--- config.mk ---
export PLATFORM = sky130hd
export DESIGN_NAME = sdram_ctrl
export DESIGN_NICKNAME = d
export VERILOG_FILES = /design/src/common/sdram_pkg.sv /design/src/common/bank_req_if.sv /design/src/hw/sdram_ctrl/refresh_timer.sv /design/src/hw/sdram_ctrl/bank_queue.sv /design/src/hw/sdram_ctrl/cmd_sequencer.sv /design/src/hw/sdram_ctrl/read_return.sv /design/src/hw/sdram_ctrl/sdram_ctrl.sv
export SDC_FILE = /design/constraint.sdc
export NUM_CORES = 1
export LEC_CHECK = 0
export BUFFER_PORTS_ARGS = -buffer_cell sky130_fd_sc_hd__buf_2
export CORE_UTILIZATION = 35
export DETAILED_ROUTE_END_ITERATION = 10
export GPL_TIMING_DRIVEN = 0
export PLACE_DENSITY = 0.61
export SLEW_MARGIN = 20
export SYNTH_ARGS = -nofsm -noshare
export SYNTH_HDL_FRONTEND = slang
export SYNTH_SLANG_ARGS = --single-unit
--- constraint.sdc ---
create_clock -name clk -period 3 [get_ports clk]
set_input_delay 0.3 -clock clk [delete_from_list [all_inputs] [get_ports clk]]
set_output_delay 0.3 -clock clk [all_outputs]
set_load 0.005 [all_outputs]
--- src/common/sdram_pkg.sv ---
/*
 * Shared definitions for the two-port SDRAM controller.
 * Holds chip geometry and timing, the command encoding, the mode word
 * and the tag that follows each access down the pipeline.
 */
package sdram_pkg;

	// Geometry of the 16-bit single-chip part
	localparam int ROW_BITS = 13;
	localparam int COL_BITS = 9;
	localparam int WORD_ADDR_BITS = ROW_BITS + COL_BITS;
	localparam int BA_BITS = 2;
	localparam int NUM_BANKS_USED = 2;
	// A10 requests auto-precharge on READ/WRITE and selects all banks on PRECHARGE
	localparam int AP_BIT = 10;

	typedef logic [WORD_ADDR_BITS-1:0] addr_t;
	typedef logic [ROW_BITS-1:0] row_t;
	typedef logic [COL_BITS-1:0] col_t;
	typedef logic [15:0] data_t;

	// Bit order is nCS, nRAS, nCAS, nWE
	typedef enum logic [3:0] {
		CMD_LOAD_MODE    = 4'b0000,
		CMD_AUTO_REFRESH = 4'b0001,
		CMD_PRECHARGE    = 4'b0010,
		CMD_ACTIVE       = 4'b0011,
		CMD_WRITE        = 4'b0100,
		CMD_READ         = 4'b0101,
		CMD_NOP          = 4'b0111,
		CMD_INHIBIT      = 4'b1111
	} cmd_t;

	// Burst 1, sequential, CL2, standard operation, single-access writes
	localparam row_t MODE_WORD = 13'h220;
	localparam int CAS_LATENCY = 2;

	// Bank occupancy in cycles, from tRC and from tWR plus tRP
	localparam int BANK_DELAY = 5;
	localparam int BANK_WRITE_DELAY = 4;
	localparam int BUSY_BITS = $clog2(BANK_DELAY + 1);

	// Power-up sequence, counted down from INIT_STEPS
	localparam int INIT_STEPS = 31;
	localparam int INIT_BITS = $clog2(INIT_STEPS + 1);
	localparam int INIT_STEP_PRECHARGE = 15;
	localparam int INIT_STEP_REFRESH_FIRST = 11;
	localparam int INIT_STEP_REFRESH_LAST = 4;
	localparam int INIT_STEP_MODE = 2;

	// Per-bank refresh interval, short for simulation
	// Silicon value comes from 64 ms spread over 8192 rows
	localparam int REFRESH_TICKS = 96;
	localparam int REFRESH_FORCE_TICKS = REFRESH_TICKS - 4;
	localparam int REFRESH_CNT_BITS = $clog2(REFRESH_TICKS + 1);

	// Owner of a pipeline slot
	typedef enum logic [1:0] {
		PORT_NONE    = 2'd0,
		PORT_CPU     = 2'd1,
		PORT_VID     = 2'd2,
		PORT_REFRESH = 2'd3
	} port_id_t;

endpackage

--- src/common/bank_req_if.sv ---
/*
 * One bank's pending access, offered by its bank queue to the sequencer.
 * The sequencer answers with a single-cycle taken pulse.
 */
interface bank_req_if
	import sdram_pkg::*;
();

	logic pending;
	logic wr;
	port_id_t port;
	row_t row;
	col_t col;
	data_t wdata;
	// req level that the entry will mark as serviced
	logic toggle;
	logic taken;

	modport queue (
		output pending, wr, port, row, col, wdata, toggle,
		input taken
	);

	modport seq (
		input pending, wr, port, row, col, wdata,
		output taken
	);

endinterface

--- src/hw/sdram_ctrl/refresh_timer.sv ---
/*
 * Refresh interval timer for one bank.
 * need rises every REFRESH_TICKS cycles, forced follows if it is still
 * pending near the next deadline. done clears both and steps the row.
 */
module refresh_timer
	import sdram_pkg::*;
(
	input  logic clk,
	input  logic init_n,
	input  logic done,
	output logic need,
	output logic forced,
	output row_t row
);

	logic [REFRESH_CNT_BITS-1:0] count;

	always_ff @(posedge clk or negedge init_n) begin
		if (!init_n) begin
			count <= '0;
			need <= 1'b0;
			forced <= 1'b0;
			row <= '0;
		end else begin
			count <= count + 1'b1;

			// Refresh slot reached CAS, move to the next row
			if (done) begin
				need <= 1'b0;
				forced <= 1'b0;
				row <= row + 1'b1;
			end

			if (count == REFRESH_CNT_BITS'(REFRESH_FORCE_TICKS))
				forced <= need && !done;

			if (count == REFRESH_CNT_BITS'(REFRESH_TICKS)) begin
				need <= 1'b1;
				count <= '0;
			end
		end
	end

endmodule

--- src/hw/sdram_ctrl/bank_queue.sv ---
/*
 * Request holder for one bank.
 * Offers either the client's access or a refresh of refresh_row,
 * and remembers the req level that was last serviced.
 */
module bank_queue
	import sdram_pkg::*;
(
	input  logic clk,
	input  logic init_n,
	input  logic req,
	input  logic we,
	input  addr_t addr,
	input  data_t din,
	input  port_id_t tag,
	input  logic refresh_need,
	input  logic refresh_force,
	input  row_t refresh_row,
	bank_req_if.queue bank
);

	// req level at the last taken client access
	logic serviced;
	logic client_due;

	// A forced refresh holds the client off for one take
	assign client_due = (req != serviced) && !refresh_force;

	always_ff @(posedge clk or negedge init_n) begin
		if (!init_n) begin
			serviced <= 1'b0;
			bank.pending <= 1'b0;
			bank.wr <= 1'b0;
			bank.port <= PORT_NONE;
		end else begin
			if (bank.taken)
				serviced <= bank.toggle;

			if (client_due) begin
				bank.pending <= 1'b1;
				bank.wr <= we;
				bank.port <= tag;
			end else begin
				// Idle slot, offer a refresh if one is due
				bank.pending <= refresh_need;
				bank.wr <= 1'b0;
				bank.port <= PORT_REFRESH;
			end
		end
	end

	// Entry payload
	always_ff @(posedge clk) begin
		if (client_due) begin
			bank.row <= addr[WORD_ADDR_BITS-1:COL_BITS];
			bank.col <= addr[COL_BITS-1:0];
			bank.wdata <= din;
			bank.toggle <= req;
		end else begin
			bank.row <= refresh_row;
			// refresh leaves the serviced level where it is
			bank.toggle <= serviced;
		end
	end

endmodule

--- src/hw/sdram_ctrl/cmd_sequencer.sv ---
/*
 * Command sequencer: power-up sequence, bank busy counters, arbitration
 * and the RAS/CAS/MASK pipeline that drives the chip pins.
 * ACTIVE in cycle t, READ or WRITE with auto-precharge in t+2.
 */
module cmd_sequencer
	import sdram_pkg::*;
(
	input  logic clk,
	input  logic init_n,
	bank_req_if.seq bank0,
	bank_req_if.seq bank1,
	output logic [NUM_BANKS_USED-1:0] refresh_done,
	output port_id_t ras_tag,
	output logic ras_wr,
	output port_id_t mask_tag,
	output cmd_t sd_cmd,
	output row_t sd_a,
	output logic [BA_BITS-1:0] sd_ba,
	output logic [1:0] sd_dqm,
	output data_t sd_dq_out,
	output logic sd_dq_oe
);

	logic in_init;
	logic [INIT_BITS-1:0] init_step;
	logic [BUSY_BITS-1:0] busy [NUM_BANKS_USED];

	// Pipeline stages, s1 and s2 form RAS, cas carries the issued command
	port_id_t s1_tag, s2_tag, cas_tag;
	logic s1_wr, s2_wr, cas_wr;
	logic s1_bank, s2_bank, cas_bank;
	col_t s1_col, s2_col;
	data_t s1_wdata, s2_wdata;

	logic slot_free;
	logic cas_read;
	logic [NUM_BANKS_USED-1:0] ready;
	logic grant0, grant1, grant;
	port_id_t sel_port;
	logic sel_wr;
	logic sel_bank;
	row_t sel_row;
	col_t sel_col;
	data_t sel_wdata;

	// Free slot when both RAS stages are empty, so ACTIVE never meets a CAS command
	assign slot_free = !in_init && (s1_tag == PORT_NONE) && (s2_tag == PORT_NONE);
	// Read (or refresh) activated in the previous slot
	assign cas_read = (cas_tag != PORT_NONE) && !cas_wr;

	// No write right after a read, keeps the data bus turnaround clean
	assign ready[0] = bank0.pending && (busy[0] == '0) && !(bank0.wr && cas_read);
	assign ready[1] = bank1.pending && (busy[1] == '0) && !(bank1.wr && cas_read);

	// vid bank first
	assign grant1 = slot_free && ready[1];
	assign grant0 = slot_free && ready[0] && !ready[1];
	assign grant = grant0 || grant1;
	assign bank0.taken = grant0;
	assign bank1.taken = grant1;

	always_comb begin
		sel_bank = grant1;
		if (grant1) begin
			sel_port = bank1.port;
			sel_wr = bank1.wr;
			sel_row = bank1.row;
			sel_col = bank1.col;
			sel_wdata = bank1.wdata;
		end else begin
			sel_port = bank0.port;
			sel_wr = bank0.wr;
			sel_row = bank0.row;
			sel_col = bank0.col;
			sel_wdata = bank0.wdata;
		end
	end

	assign ras_tag = s2_tag;
	assign ras_wr = s2_wr;

	// refresh slot at CAS frees the timer for its bank
	always_comb begin
		for (int b = 0; b < NUM_BANKS_USED; b++)
			refresh_done[b] = (cas_tag == PORT_REFRESH) && (int'(cas_bank) == b);
	end

	always_ff @(posedge clk or negedge init_n) begin
		if (!init_n) begin
			sd_cmd <= CMD_INHIBIT;
			sd_dqm <= 2'b11;
			sd_dq_oe <= 1'b0;
			in_init <= 1'b1;
			init_step <= INIT_BITS'(INIT_STEPS);
			for (int b = 0; b < NUM_BANKS_USED; b++)
				busy[b] <= BUSY_BITS'(BANK_DELAY);
			s1_tag <= PORT_NONE;
			s2_tag <= PORT_NONE;
			cas_tag <= PORT_NONE;
			mask_tag <= PORT_NONE;
			s1_wr <= 1'b0;
			s2_wr <= 1'b0;
			cas_wr <= 1'b0;
			s1_bank <= 1'b0;
			s2_bank <= 1'b0;
			cas_bank <= 1'b0;
		end else begin
			for (int b = 0; b < NUM_BANKS_USED; b++)
				if (busy[b] != '0)
					busy[b] <= busy[b] - 1'b1;
			sd_dqm <= 2'b11;
			sd_dq_oe <= 1'b0;

			if (in_init) begin
				sd_cmd <= CMD_INHIBIT;
				// Bank 0 counter paces the init steps
				if (busy[0] == '0) begin
					case (init_step) inside
						INIT_BITS'(INIT_STEP_PRECHARGE): sd_cmd <= CMD_PRECHARGE;
						[INIT_BITS'(INIT_STEP_REFRESH_LAST):INIT_BITS'(INIT_STEP_REFRESH_FIRST)]:
							sd_cmd <= CMD_AUTO_REFRESH;
						INIT_BITS'(INIT_STEP_MODE): sd_cmd <= CMD_LOAD_MODE;
						default: ;
					endcase
					busy[0] <= BUSY_BITS'(BANK_DELAY);
					init_step <= init_step - 1'b1;
					if (init_step == '0) begin
						in_init <= 1'b0;
						busy[0] <= '0;
					end
				end
			end else begin
				sd_cmd <= CMD_NOP;

				// RAS
				s1_tag <= grant ? sel_port : PORT_NONE;
				s1_wr <= grant && sel_wr;
				s1_bank <= sel_bank;
				s2_tag <= s1_tag;
				s2_wr <= s1_wr;
				s2_bank <= s1_bank;
				if (grant) begin
					sd_cmd <= CMD_ACTIVE;
					busy[sel_bank] <= BUSY_BITS'(BANK_DELAY);
				end

				// CAS, issued from the second RAS stage
				cas_tag <= s2_tag;
				cas_wr <= s2_wr;
				cas_bank <= s2_bank;
				if (s2_tag != PORT_NONE) begin
					sd_cmd <= s2_wr ? CMD_WRITE : CMD_READ;
					// refresh reads keep the DQ pins off
					if (s2_tag != PORT_REFRESH)
						sd_dqm <= 2'b00;
					if (s2_wr) begin
						sd_dq_oe <= 1'b1;
						busy[s2_bank] <= BUSY_BITS'(BANK_WRITE_DELAY);
					end
				end

				// MASK, writes end here
				mask_tag <= cas_wr ? PORT_NONE : cas_tag;
			end
		end
	end

	// Address, bank and write data pins plus the column and data stages
	always_ff @(posedge clk) begin
		s2_col <= s1_col;
		s2_wdata <= s1_wdata;
		if (in_init) begin
			if (busy[0] == '0) begin
				if (init_step == INIT_BITS'(INIT_STEP_PRECHARGE)) begin
					sd_a <= '0;
					sd_a[AP_BIT] <= 1'b1;
				end
				if (init_step == INIT_BITS'(INIT_STEP_MODE)) begin
					sd_a <= MODE_WORD;
					sd_ba <= '0;
				end
			end
		end else begin
			if (grant) begin
				sd_a <= sel_row;
				sd_ba <= BA_BITS'(sel_bank);
				s1_col <= sel_col;
				s1_wdata <= sel_wdata;
			end
			if (s2_tag != PORT_NONE) begin
				sd_a <= '0;
				sd_a[COL_BITS-1:0] <= s2_col;
				sd_a[AP_BIT] <= 1'b1;
				sd_ba <= BA_BITS'(s2_bank);
				sd_dq_out <= s2_wdata;
			end
		end
	end

endmodule

--- src/hw/sdram_ctrl/read_return.sv ---
/*
 * Return path: registers chip data, runs the latch stages and answers
 * each client. Write ack lands at t+3, read ack and data at t+6.
 */
module read_return
	import sdram_pkg::*;
(
	input  logic clk,
	input  logic init_n,
	input  port_id_t ras_tag,
	input  logic ras_wr,
	input  port_id_t mask_tag,
	input  data_t sd_dq_in,
	input  logic cpu_req,
	input  logic vid_req,
	output logic cpu_ack,
	output logic vid_ack,
	output data_t cpu_dout,
	output data_t vid_dout
);

	data_t din_r;
	// write tag one cycle past RAS2
	port_id_t wr_tag;
	// one latch stage per cycle of CAS latency
	port_id_t latch_tag [CAS_LATENCY];
	port_id_t rd_tag;

	assign rd_tag = latch_tag[CAS_LATENCY-1];

	always_ff @(posedge clk or negedge init_n) begin
		if (!init_n) begin
			wr_tag <= PORT_NONE;
			for (int i = 0; i < CAS_LATENCY; i++)
				latch_tag[i] <= PORT_NONE;
			cpu_ack <= 1'b0;
			vid_ack <= 1'b0;
		end else begin
			wr_tag <= ras_wr ? ras_tag : PORT_NONE;
			latch_tag[0] <= mask_tag;
			for (int i = 1; i < CAS_LATENCY; i++)
				latch_tag[i] <= latch_tag[i-1];

			if (wr_tag == PORT_CPU || rd_tag == PORT_CPU)
				cpu_ack <= cpu_req;
			if (wr_tag == PORT_VID || rd_tag == PORT_VID)
				vid_ack <= vid_req;
		end
	end

	// Read word moves to the port together with its ack
	always_ff @(posedge clk) begin
		din_r <= sd_dq_in;
		if (rd_tag == PORT_CPU)
			cpu_dout <= din_r;
		if (rd_tag == PORT_VID)
			vid_dout <= din_r;
	end

endmodule

--- src/hw/sdram_ctrl/sdram_ctrl.sv ---
/*
 * Two-port SDRAM controller top level.
 * cpu owns bank 0, vid owns bank 1 and wins arbitration.
 * Clients use a toggle handshake: the access is done when ack equals req.
 */
module sdram_ctrl
	import sdram_pkg::*;
(
	input  logic clk,
	input  logic init_n,

	input  logic cpu_req,
	output logic cpu_ack,
	input  logic cpu_we,
	input  addr_t cpu_addr,
	input  data_t cpu_din,
	output data_t cpu_dout,

	input  logic vid_req,
	output logic vid_ack,
	input  logic vid_we,
	input  addr_t vid_addr,
	input  data_t vid_din,
	output data_t vid_dout,

	output cmd_t sd_cmd,
	output row_t sd_a,
	output logic [BA_BITS-1:0] sd_ba,
	output logic [1:0] sd_dqm,
	output data_t sd_dq_out,
	output logic sd_dq_oe,
	input  data_t sd_dq_in
);

	logic [NUM_BANKS_USED-1:0] refresh_need;
	logic [NUM_BANKS_USED-1:0] refresh_force;
	logic [NUM_BANKS_USED-1:0] refresh_done;
	row_t refresh_row [NUM_BANKS_USED];
	port_id_t ras_tag;
	logic ras_wr;
	port_id_t mask_tag;

	bank_req_if bank0_if ();
	bank_req_if bank1_if ();

	// One row-walking refresh timer per bank
	for (genvar b = 0; b < NUM_BANKS_USED; b++) begin : g_refresh
		refresh_timer u_timer (
			.clk    (clk),
			.init_n (init_n),
			.done   (refresh_done[b]),
			.need   (refresh_need[b]),
			.forced (refresh_force[b]),
			.row    (refresh_row[b])
		);
	end

	// Bank 0 queue serves cpu
	bank_queue u_queue0 (
		.clk           (clk),
		.init_n        (init_n),
		.req           (cpu_req),
		.we            (cpu_we),
		.addr          (cpu_addr),
		.din           (cpu_din),
		.tag           (PORT_CPU),
		.refresh_need  (refresh_need[0]),
		.refresh_force (refresh_force[0]),
		.refresh_row   (refresh_row[0]),
		.bank          (bank0_if.queue)
	);

	// Bank 1 queue serves vid
	bank_queue u_queue1 (
		.clk           (clk),
		.init_n        (init_n),
		.req           (vid_req),
		.we            (vid_we),
		.addr          (vid_addr),
		.din           (vid_din),
		.tag           (PORT_VID),
		.refresh_need  (refresh_need[1]),
		.refresh_force (refresh_force[1]),
		.refresh_row   (refresh_row[1]),
		.bank          (bank1_if.queue)
	);

	cmd_sequencer u_seq (
		.clk          (clk),
		.init_n       (init_n),
		.bank0        (bank0_if.seq),
		.bank1        (bank1_if.seq),
		.refresh_done (refresh_done),
		.ras_tag      (ras_tag),
		.ras_wr       (ras_wr),
		.mask_tag     (mask_tag),
		.sd_cmd       (sd_cmd),
		.sd_a         (sd_a),
		.sd_ba        (sd_ba),
		.sd_dqm       (sd_dqm),
		.sd_dq_out    (sd_dq_out),
		.sd_dq_oe     (sd_dq_oe)
	);

	read_return u_return (
		.clk      (clk),
		.init_n   (init_n),
		.ras_tag  (ras_tag),
		.ras_wr   (ras_wr),
		.mask_tag (mask_tag),
		.sd_dq_in (sd_dq_in),
		.cpu_req  (cpu_req),
		.vid_req  (vid_req),
		.cpu_ack  (cpu_ack),
		.vid_ack  (vid_ack),
		.cpu_dout (cpu_dout),
		.vid_dout (vid_dout)
	);

endmodule

======== Word level (Yosys, flattened, before mapping) ========
Index checks and enable logic that the tools add are counted.
Widths: inputs -> output; s select.
word-level totals
  latch bits .............................. 0
  input port bits ......................... 98
  memory bits (writable) .................. 0
  logic and storage cells ................. 217
  flip-flop bits (word level) ............. 302
  output and inout port bits .............. 72
  memories ................................ 0
  ROM bits ................................ 0
operators by class
  bitwise gates (word level) .............. 10
  $lt $le $gt $ge ......................... 6
  $add $sub $neg .......................... 7
  multiplexer cells ....................... 68
  $mul .................................... 0
  shift operators ......................... 0
  eq/ne operators ......................... 17
  divide/modulo/power cells ............... 0
  reductions and logical operators ........ 53
operators with widths
  operator               count
  $mux 13                9
  $eq 7x7->1 const B     4
  $mux 3                 9
  $add 13x1->13 const B  2
  $mux 2                 13
  $mux 4                 6
  $mux 6                 4
  $logic_and 1x1->1      22
  $mux 1                 21
  $mux 16                1
  $add 7x1->7 const B    2
  $mux 7                 2
  $reduce_bool 2->1      6
  $logic_not 1->1        9
  $mux 9                 1
  $reduce_bool 3->1      3
  $demux 3 s1            2
  $eq 2x2->1 const B     3
  $logic_not 3->1        2
  $ne 2x2->1 const B     3
  $reduce_and 2->1       3
  $reduce_and 3->1       2
  $sub 3x1->3 const B    2
  $eq 5x2->1 const B     1
  20 further kinds       29

======== Longest topological paths before layout ========
Gate-level depths: netlist of the first run.
  depth in word-level cells ............... 19
  depth in mapped cells ................... 7
  depth with buffers taken out ............ 6

======== Modules after synthesis ========
Synthesis of the first run repeated with hierarchy kept, for this count alone.
unflattened totals
  cell total of the unflattened synthesis .. 683
  area, all modules ....................... 10919.2 um^2
by module, submodules not included
  module         sequential area each (um^2)  cells an instance  area each (um^2)  instances
  cmd_sequencer  2971.6                       312                4429.2            1
  bank_queue     1156.1                       66                 1427.6            2
  refresh_timer  550.5                        86                 1036.0            2
  read_return    1481.4                       65                 1555.2            1
  sdram_ctrl     0.0                          2                  7.5               1

======== Worst setup path after synthesis of the first run ========
OpenSTA, ideal clock, no wires.
  path kind ............................... reg2reg
  start ................................... register u_seq.busy[0] (netlist bit)
  end ..................................... register u_seq.sd_a[0], enable pin
  arrival ................................. 2177 ps
  library setup time ...................... 391 ps
  period minus slack after synthesis ...... 2568 ps
  stages on the path, launching flop included .. 7
  setup slack ............................. 432 ps
  cell sequence ........................... dfstp_2 > inv_1 > ha_1 > nand3b_1 > a21oi_1 > a211o_1 > a31oi_1
on the way
  longest elaborated chain between the ends .. 8
  elaborated cells on any way between the ends .. 9
ends and longest elaborated chain
  what                                    line                  RTL
  from (decl)                             cmd_sequencer.sv:27   logic [BUSY_BITS-1:0] busy [NUM_BANKS_USED];
  from (signal, indexed assignment)       cmd_sequencer.sv:97   busy[b] <= BUSY_BITS'(BANK_DELAY);
  from (signal, indexed assignment)       cmd_sequencer.sv:111  busy[b] <= busy[b] - 1'b1;
  from (signal, indexed assignment)       cmd_sequencer.sv:145  busy[sel_bank] <= BUSY_BITS'(BANK_DELAY);
  $logic_not 3->1 (*)                     cmd_sequencer.sv:54   assign ready[1] = bank1.pending && (busy[1] == '0) && !(bank1.wr && cas_read);
  $logic_and 1x1->1 (*) (2 in a row)      cmd_sequencer.sv:54
  $logic_not 1->1                         cmd_sequencer.sv:58   assign grant0 = slot_free && ready[0] && !ready[1];
  $logic_and 1x1->1                       cmd_sequencer.sv:58
  $logic_or 1x1->1 (*)                    cmd_sequencer.sv:59   assign grant = grant0 || grant1;
  $reduce_bool 3->1 (no source line) (*)  --
  $reduce_and 3->1 (no source line) (*)   --
  to (signal assigned)                    cmd_sequencer.sv:186  sd_a <= sel_row;
  to (signal, indexed assignment)         cmd_sequencer.sv:193  sd_a[COL_BITS-1:0] <= s2_col;
  to (decl)                               cmd_sequencer.sv:18   output row_t sd_a,
Mark *: on every way between the ends. The rest lies on a longest branch, timed or not.
A chain may end at the register's enable or synchronous reset.

======== Final worst setup path of the first run ========
  start ................................... register u_seq.in_init
  end ..................................... register u_seq.s1_col[4], data pin
on the way
  longest elaborated chain between the ends .. 5
ends and longest elaborated chain
  what                            line                  RTL
  from (decl)                     cmd_sequencer.sv:25   logic in_init;
  from (signal assigned)          cmd_sequencer.sv:94   in_init <= 1'b1;
  from (signal assigned)          cmd_sequencer.sv:129  in_init <= 1'b0;
  $logic_not 1->1                 cmd_sequencer.sv:48   assign slot_free = !in_init && (s1_tag == PORT_NONE) && (s2_tag == PORT_NONE);
  $logic_and 1x1->1 (2 in a row)  cmd_sequencer.sv:48
  $logic_and 1x1->1               cmd_sequencer.sv:57   assign grant1 = slot_free && ready[1];
  $mux 9                          cmd_sequencer.sv:65   if (grant1) begin
  named net u_seq.sel_col[4]      cmd_sequencer.sv:44   col_t sel_col;
  to (signal assigned)            cmd_sequencer.sv:188  s1_col <= sel_col;
  to (decl)                       cmd_sequencer.sv:33   col_t s1_col, s2_col;
The timed path passes the listed nets, and every way through them passes these cells.

==> results of run 1 <==
==> power groups by stage <==
stage | Sequential [mW] | Clock [mW] | Combinational [mW]
6_report | 5.89 | 3.67 | 2.36
5_1_grt | 5.99 | 3.95 | 2.60
4_1_cts | 5.91 | 3.78 | 2.42
3_5_place_dp | 5.98 | 0 | 2.32
3_3_place_gp | 5.99 | 0 | 2.16
2_1_floorplan | 5.93 | 0 | 1.27
==> cell type report <==
type	instances	area [um2]
fill	2638	15800
tap	390	488
sequential	299	7840
clock buffer	40	861
multi-input combinational	334	2530
clock inverter	17	131
inverter	23	86.3
buffer	17	87.6
timing repair buffer	263	1840
==> worst paths after layout <==
| check | end | cells after the start |
|---|---|---|
| setup reg to reg | u_seq.s1_col[4] | 5 |
| hold reg to reg | u_seq.s2_wdata[15] | 0 |
| max in group asynchronous | u_seq.init_step[3] | 3 |
| min in group asynchronous | g_refresh[1].u_timer.row[12] | 2 |
| hold / removal | u_queue1.bank.row[1] | 2 |
| setup / recovery | u_seq.s1_col[4] | 5 |
==> kinds of logic (layout without fill, tap and decap cells) <==
family / count (synthesis) / in the layout / share of synthesized area
AND/OR/NAND/NOR: 146 / 146 / 0.0719
XOR/XNOR: 39 / 39 / 0.0325
buffers and inverters: 40 / 360 / 0.0163
adder cells (fa/ha/maj): 15 / 15 / 0.0178
other: 2 / 2 / 0.000714
AO/OA/AOI/OAI: 56 / 56 / 0.0360
flip-flops: 299 / 299 / 0.745
multiplexers: 76 / 76 / 0.0798
==> routing by layer <==
| metal | global-route usage | up-vias |
|---|---|---|
| met1 | 0.189 | 3028 |
| met5 | 0 | - |
| met4 | 0.0384 | 0 |
| li1 | - | 3006 |
| met2 | 0.236 | 132 |
| met3 | 0.0253 | 31 |
==> layout by cell type (no fill, tap or decap), types with 8 or more instances in the layout <==
cell type / instances
dfstp_2: 15
a211oi_1: 9
ha_1: 15
inv_1: 23
dfxtp_1: 69
nand2_1: 32
xor2_1: 12
clkinv_2: 8
nand4_1: 8
clkbuf_16: 32
nor2_1: 32
nand3_1: 17
mux2_2: 63
edfxtp_1: 137
and3_1: 8
xnor2_1: 27
dlygate4sd3_1: 89
a21oi_1: 11
mux2i_1: 13
dfrtp_1: 78
buf_2: 169
o21ai_0: 18
clkbuf_1: 14
==> repair_timing <==
action,in CTS,in global routing
hold buffers,89,0
endpoints found under the setup margin,0,0
endpoints found under the hold margin,166,0
==> sequential cells by signal, summed over array words and instances, names as in the netlist, 14 cells and up <==
signal and flops:
u_queue0.bank.wdata 16, g_refresh.u_timer.row 26, u_return.din_r 16, u_return.cpu_dout 16, u_seq.s2_wdata 16, u_queue1.bank.wdata 16
g_refresh.u_timer.count 14, u_return.vid_dout 16, u_seq.sd_dq_out 16, u_seq.s1_wdata 16
==> metrics by stage <==
stage	utilization	power [mW]	std cells	hold WS, ps	setup slack [ps]
floorplan	-	7.20	673	4.41	432
global placement	0.400	8.15	1231	324	-771
detailed placement	0.404	8.30	1237	166	264
CTS	0.468	12.1	1383	0.130	245
global route	0.468	12.5	1383	4.51	122
finish	0.468	11.9	1383	17.9	296
==> worst max-delay path: stages (launching register included) <==
cell	delay [ps]
dfstp_2	360
clkbuf_1	190
nand2b_1	350
a2111oi_4	760
buf_2	410
mux2_2	380
==> key figures, run 1 <==
STA
  – Fmax: 0.370 GHz
  – Final Hold Fails: 0
  – Setup violators final: 0
  – Fin crit period: 2700 ps
  – Slew headroom: 0.284
  – Slew Viols, Final: 0
  – Fin crit share: 0.901
  – Setup TNS: 0 ps
  – Worst slew pin tran: around 1100 ps
  – Final Skew: 12.3 ps
  – Unrepaired setup endpoints after global routing: no

Yosys
  – Synth top area cells: edfxtp_1 39%, dfrtp_1 19%, dfxtp_1 13%
  – Post-synth top cells: 137 x edfxtp_1, 78 x dfrtp_1, 69 x dfxtp_1
  – Synth top area share: 0.391
  – Syn Area/Cell: approximately 16 um2
  – Post-synth top area cell: edfxtp_1
  – Netlist cell types: 51
  – Asr flop ratio synth: 0.311
  – Leading cell type by number of instances after synthesis: edfxtp_1
  – Main synth FF type: edfxtp_1
  – Synth warn: 0
  – Post-synthesis instance area: ~0.011 mm2
  – EDFF count, synth: around 140
  – Synth Register Bits: 299
  – Post-Syn Nets: 786
  – Gate count of the mapped netlist: 673
  – Seq/Total Area, Yosys: 0.745

Clock tree
  – Clock sinks: 299
  – Post-CTS Setup Repair Bufs: 0
  – Inserted Clock Buffers: 31
  – CTS Root Cell: clkbuf_16
  – H-tree depth: 1
  – CTS Buffer Depth: 3
  – Gates resized, CTS repair: 0
  – CTS tree: yes
  – Register clock-pin slew on the reported worst setup and hold paths: about 70 ps
  – Worst-Skew Late Latency: 550 ps

Routing
  – Routed len/inst: between 15 and 20 um
  – WL met1: 9.72 mm
  – Met3 WL: around 920 um
  – WL met2: roughly 11 mm
  – Top sig layer: met4
  – DRT Pass-1 Iters: 4
  – Vias per cell: 4.48
  – Post-route ant nets: 0
  – Total wire length: 21.7 mm
  – 1st-iter DRT viols: 265
  – Drc violations: 0
  – Detailed-route via count: 6197

Layout
  – Nets: 1082
  – ANT cells: 0
  – Area added between synthesis and finish: 31.8%
  – Fin area: approximately 0.014 mm2
  – Ratio of cells with drive above 1 in the final layout: 0.325

Place
  – DP Area: 0.0120 mm2
  – Gpl congestion: 0.750
  – IO buf count: 168
  – Detail Placement HPWL: 14.5 mm

Power and ir drop
  – Internal: just under 9 mW
  – Net switching power: ~3.2 mW
  – Switching share of power: 0.268
  – Logic pwr share: 0.198
  – Seq pwr share: 0.494
  – VDD IR max: around 0.48 mV
  – Leakage power: 5.70 nW
  – Cell Pwr Density: between 800 and 900 mW/mm2
  – Clk pwr share: 0.308

Outcome
  – Status: finished clean

Worst setup path
  – Max FO, Critical Path: 10
  – Crit end category: flop
  – Critical path origin: u_seq.in_init
  – Critical path arrival: 3000 ps
  – R2r setup slk: 300 ps
  – CP Launch Type: flop
  – R2R Path Start: u_seq.in_init
  – Setup CP Type: flop to flop
  – CP Data Required Time: between 3000 and 4000 ps

Die
  – IO Pins: 170
  – Starting Density: 0.355
  – Die X: approximately 180 um
  – Core area: 0.0296 mm2
  – Std cell rows: 63
  – Die area: about 0.03 mm2
  – Die Height: about 180 um

Worst hold path
  – Hold crit path type: primary input to flop
  – Min-delay src: vid_addr[10]

Global route
  – First-pass GRT wire length: 33.8 mm
  – Initial antenna violation count: 0
  – Global-route usage over all layers: 0.141
  – Vias in the first global route: ~6200
  – Gr ovfl total: 0
  – Largest net degree at the start of global routing: 75

Flow run
  – Max cap viols: 0
Power figures use the tool's default switching activity.
==> run 2, diff against run 1 <==
- CAP_MARGIN: unset -> 30
- CORE_UTILIZATION: 35 -> 45
- PLACE_DENSITY: 0.61 -> 0.73
==> run 2 against run 1 <==
  * Clock skew fell by 5.0 ps
  * Flip-flop and latch count stayed put
  * Non-clock buffer count is 6 lower
  * Critical endpoint is now u_seq.sd_a[10]
==> key figures, run 2 (synthesis gave the netlist of run 1 again) <==
Outcome
  – Status: finished clean (unchanged)

STA
  – Fin crit share: 0.915 (was 0.901)
  – Fin worst setup slack: 254 ps (was 296 ps)
  – Worst slew pin tran: 766 ps (was 1070 ps)
  – Slew Viols, Final: 0 (unchanged)
  – Fin crit period: 2750 ps (was 2700 ps)
  – Final Hold Fails: 0 (unchanged)
  – Unrepaired setup endpoints after global routing: no (unchanged)
  – Final Skew: 7.32 ps (was 12.3 ps)
  – Slew headroom: 0.489 (was 0.284)
  – Fmax: 0.364 GHz (was 0.370 GHz)
  – Setup TNS: 0 ps (unchanged)
  – Setup violators final: 0 (unchanged)

Worst setup path
  – Worst path max stage delay: 760 ps (about the same)
  – Max FO, Critical Path: 10 (unchanged)
  – Endpoint of the lowest-slack register-to-register path: u_seq.sd_a[10] (was u_seq.s1_col[4])
  – CP Launch Type: flop (unchanged)
  – R2R cell count: 7 (was 5)
  – Crit end category: flop (unchanged)
  – Critical-path top delay cell: a2111oi_4 (unchanged)
  – R2r setup slk: 250 ps (was 300 ps)
  – CP top delay family: compound AO/OA/AOI/OAI gates (unchanged)
  – Setup CP Type: flop to flop (unchanged)
  – R2R Path Start: u_seq.busy[0] (was u_seq.in_init)
  – Critical path cell sequence: inv_1 -> ha_1 -> nand3b_1 -> a2111oi_4 -> buf_4 -> mux2i_1 -> a21oi_1 (was clkbuf_1 -> nand2b_1 -> a2111oi_4 -> buf_2 -> mux2_2)
  – Critical path arrival: 3020 ps (was 3000 ps)
  – CP Data Required Time: 3270 ps (was 3300 ps)
  – Buf+Inv Stages, Crit Path: 2 (unchanged)

Routing
  – Routed len/inst: 16.4 um (was 15.7 um)
  – Post-route ant nets: 0 (unchanged)
  – 1st-iter DRT viols: 308 (was 265)
  – DRT Pass-1 Iters: 4 (unchanged)
  – Drc violations: 0 (unchanged)
  – Total wire length: 21.4 mm (was 21.7 mm)
  – Detailed-route via count: 6190 (was 6197)
  – Vias per cell: 4.76 (was 4.48)

Layout
  – Final non-filler cell total: 1300 (was 1383)
  – Commonest non-fill, non-tap cell in the layout: buf_2 (unchanged)
  – Ratio of cells with drive above 1 in the final layout: 0.323 (was 0.325)
  – Max reg flops: 26 (unchanged)
  – Biggest register: g_refresh.u_timer.row (unchanged)
  – Area added between synthesis and finish: 30.3% (was 31.8%)
  – Area of the multi-input gates: 0.00253 mm2 (about the same)
  – Register area: 0.00784 mm2 (unchanged)
  – Nets: 1075 (was 1082)
  – Final Util: 0.602 (was 0.468)
  – Most frequent cells in the layout: 169 x buf_2, 137 x edfxtp_1, 82 x dlygate4sd3_1 (was 169 x buf_2, 137 x edfxtp_1, 89 x dlygate4sd3_1)
  – # fillers: 1768 (was 2638)

Clock tree
  – Clock sinks: 299 (unchanged)
  – H-tree depth: 1 (unchanged)
  – Gates resized, CTS repair: 0 (unchanged)
  – Register clock-pin slew on the reported worst setup and hold paths: 60 ps (was 70 ps)
  – CTS tree: yes (unchanged)
  – Worst-Skew Late Latency: 540 ps (was 550 ps)
  – CTS Buffer Depth: 3 (unchanged)
  – Inserted Clock Buffers: 30 (was 31)
  – CTS Root Cell: clkbuf_16 (unchanged)

Power and ir drop
  – Cell Pwr Density: 873 mW/mm2 (was 860 mW/mm2)
  – VDD IR max: 0.398 mV (was 0.477 mV)
  – Leakage power: 5.68 nW (was 5.70 nW)

Die
  – Die X: 155 um (was 175 um)
  – Die Height: 155 um (was 175 um)
  – IO Pins: 170 (unchanged)
  – Std cell rows: 55 (was 63)
  – Core area: 0.0228 mm2 (was 0.0296 mm2)
  – Die area: 0.0240 mm2 (was 0.0308 mm2)
  – Starting Density: 0.462 (was 0.355)

Worst hold path
  – Min-delay src: vid_addr[12] (was vid_addr[10])
  – WHS Path Cells: 2 (unchanged)
  – Worst Hold Endpoint: u_queue1.bank.row[3] (was u_queue1.bank.row[1])
  – Hold crit path type: primary input to flop (unchanged)

Global route
  – Initial antenna violation count: 1 (was 0)
  – First-pass GRT wire length: 33.1 mm (was 33.8 mm)
  – Vias in the first global route: 6210 (was 6192)
  – Global-route usage over all layers: 0.181 (was 0.141)
  – Gr ovfl total: 0 (unchanged)
  – Largest net degree at the start of global routing: 63 (was 75)

Place
  – IO buf count: 168 (unchanged)
  – Gpl congestion: 0.804 (was 0.750)
  – Detail Placement HPWL: 14.0 mm (was 14.5 mm)
  – Inst Count DP: 1161 (was 1237)
  – Setup WS pre-CTS: 276 ps (was 264 ps)

Flow run
  – Max cap viols: 0 (unchanged)
[run 2: routing by layer]
metal  global-route usage  vias to the layer above  share of wire
met3               0.0242                       38          0.039
met2                0.318                      150           0.51
met5                    0                        -              0
met1                0.231                     3003           0.42
li1                     -                     2999              -
met4               0.0655                        0          0.025
[run 2: metrics by stage]
step | cell area [um2] | total power [mW] | hold WS (ps)
floorplan | 10500 | 7.20 | 4.41
CTS | 13700 | 12.1 | 1.43
detailed placement | 11900 | 8.28 | 210
global placement | 11800 | 8.09 | 324
global route | 13700 | 12.5 | 0.240
finish | 13700 | 12.0 | 13.9
[run 2: worst max-delay path by stage]
stage | from | end | slack (ps) | cells past startpoint
2_1_floorplan | u_seq.busy[0] | u_seq.sd_a[0] | 430 | 6
4_1_cts | u_seq.busy[0] | u_seq.sd_a[10] | 250 | 7
6_report | u_seq.busy[0] | u_seq.sd_a[10] | 250 | 7
3_5_place_dp | u_seq.busy[1] | u_seq.sd_a[10] | 280 | 7
3_3_place_gp | vid_req | u_queue1.bank.row[7] | -530 | 5
5_1_grt | u_seq.ras_tag[0] | u_seq.sd_a[10] | 130 | 7
[run 2: power breakdown]
part	total [mW]	internal [mW]	switching (mW)
registers	5.93	5.57	0.359
logic	2.35	1.05	1.31
clock network	3.69	2.21	1.48
total	12.0	8.83	3.15
[run 2: final cells by class]
class,count,share of cell area
sequential,299,0.572
timing repair buffer,257,0.130
tap,313,0.0286
clock inverter,19,0.0150
antenna,1,0.000182
buffer,17,0.00639
multi-input combinational,334,0.184
clock buffer,37,0.0574
inverter,23,0.00630
[run 2: what timing repair did]
action	CTS	global route
hold endpoints to repair	113	0
buffers inserted	0	0
setup endpoints to repair	0	0
hold buffers	82	0
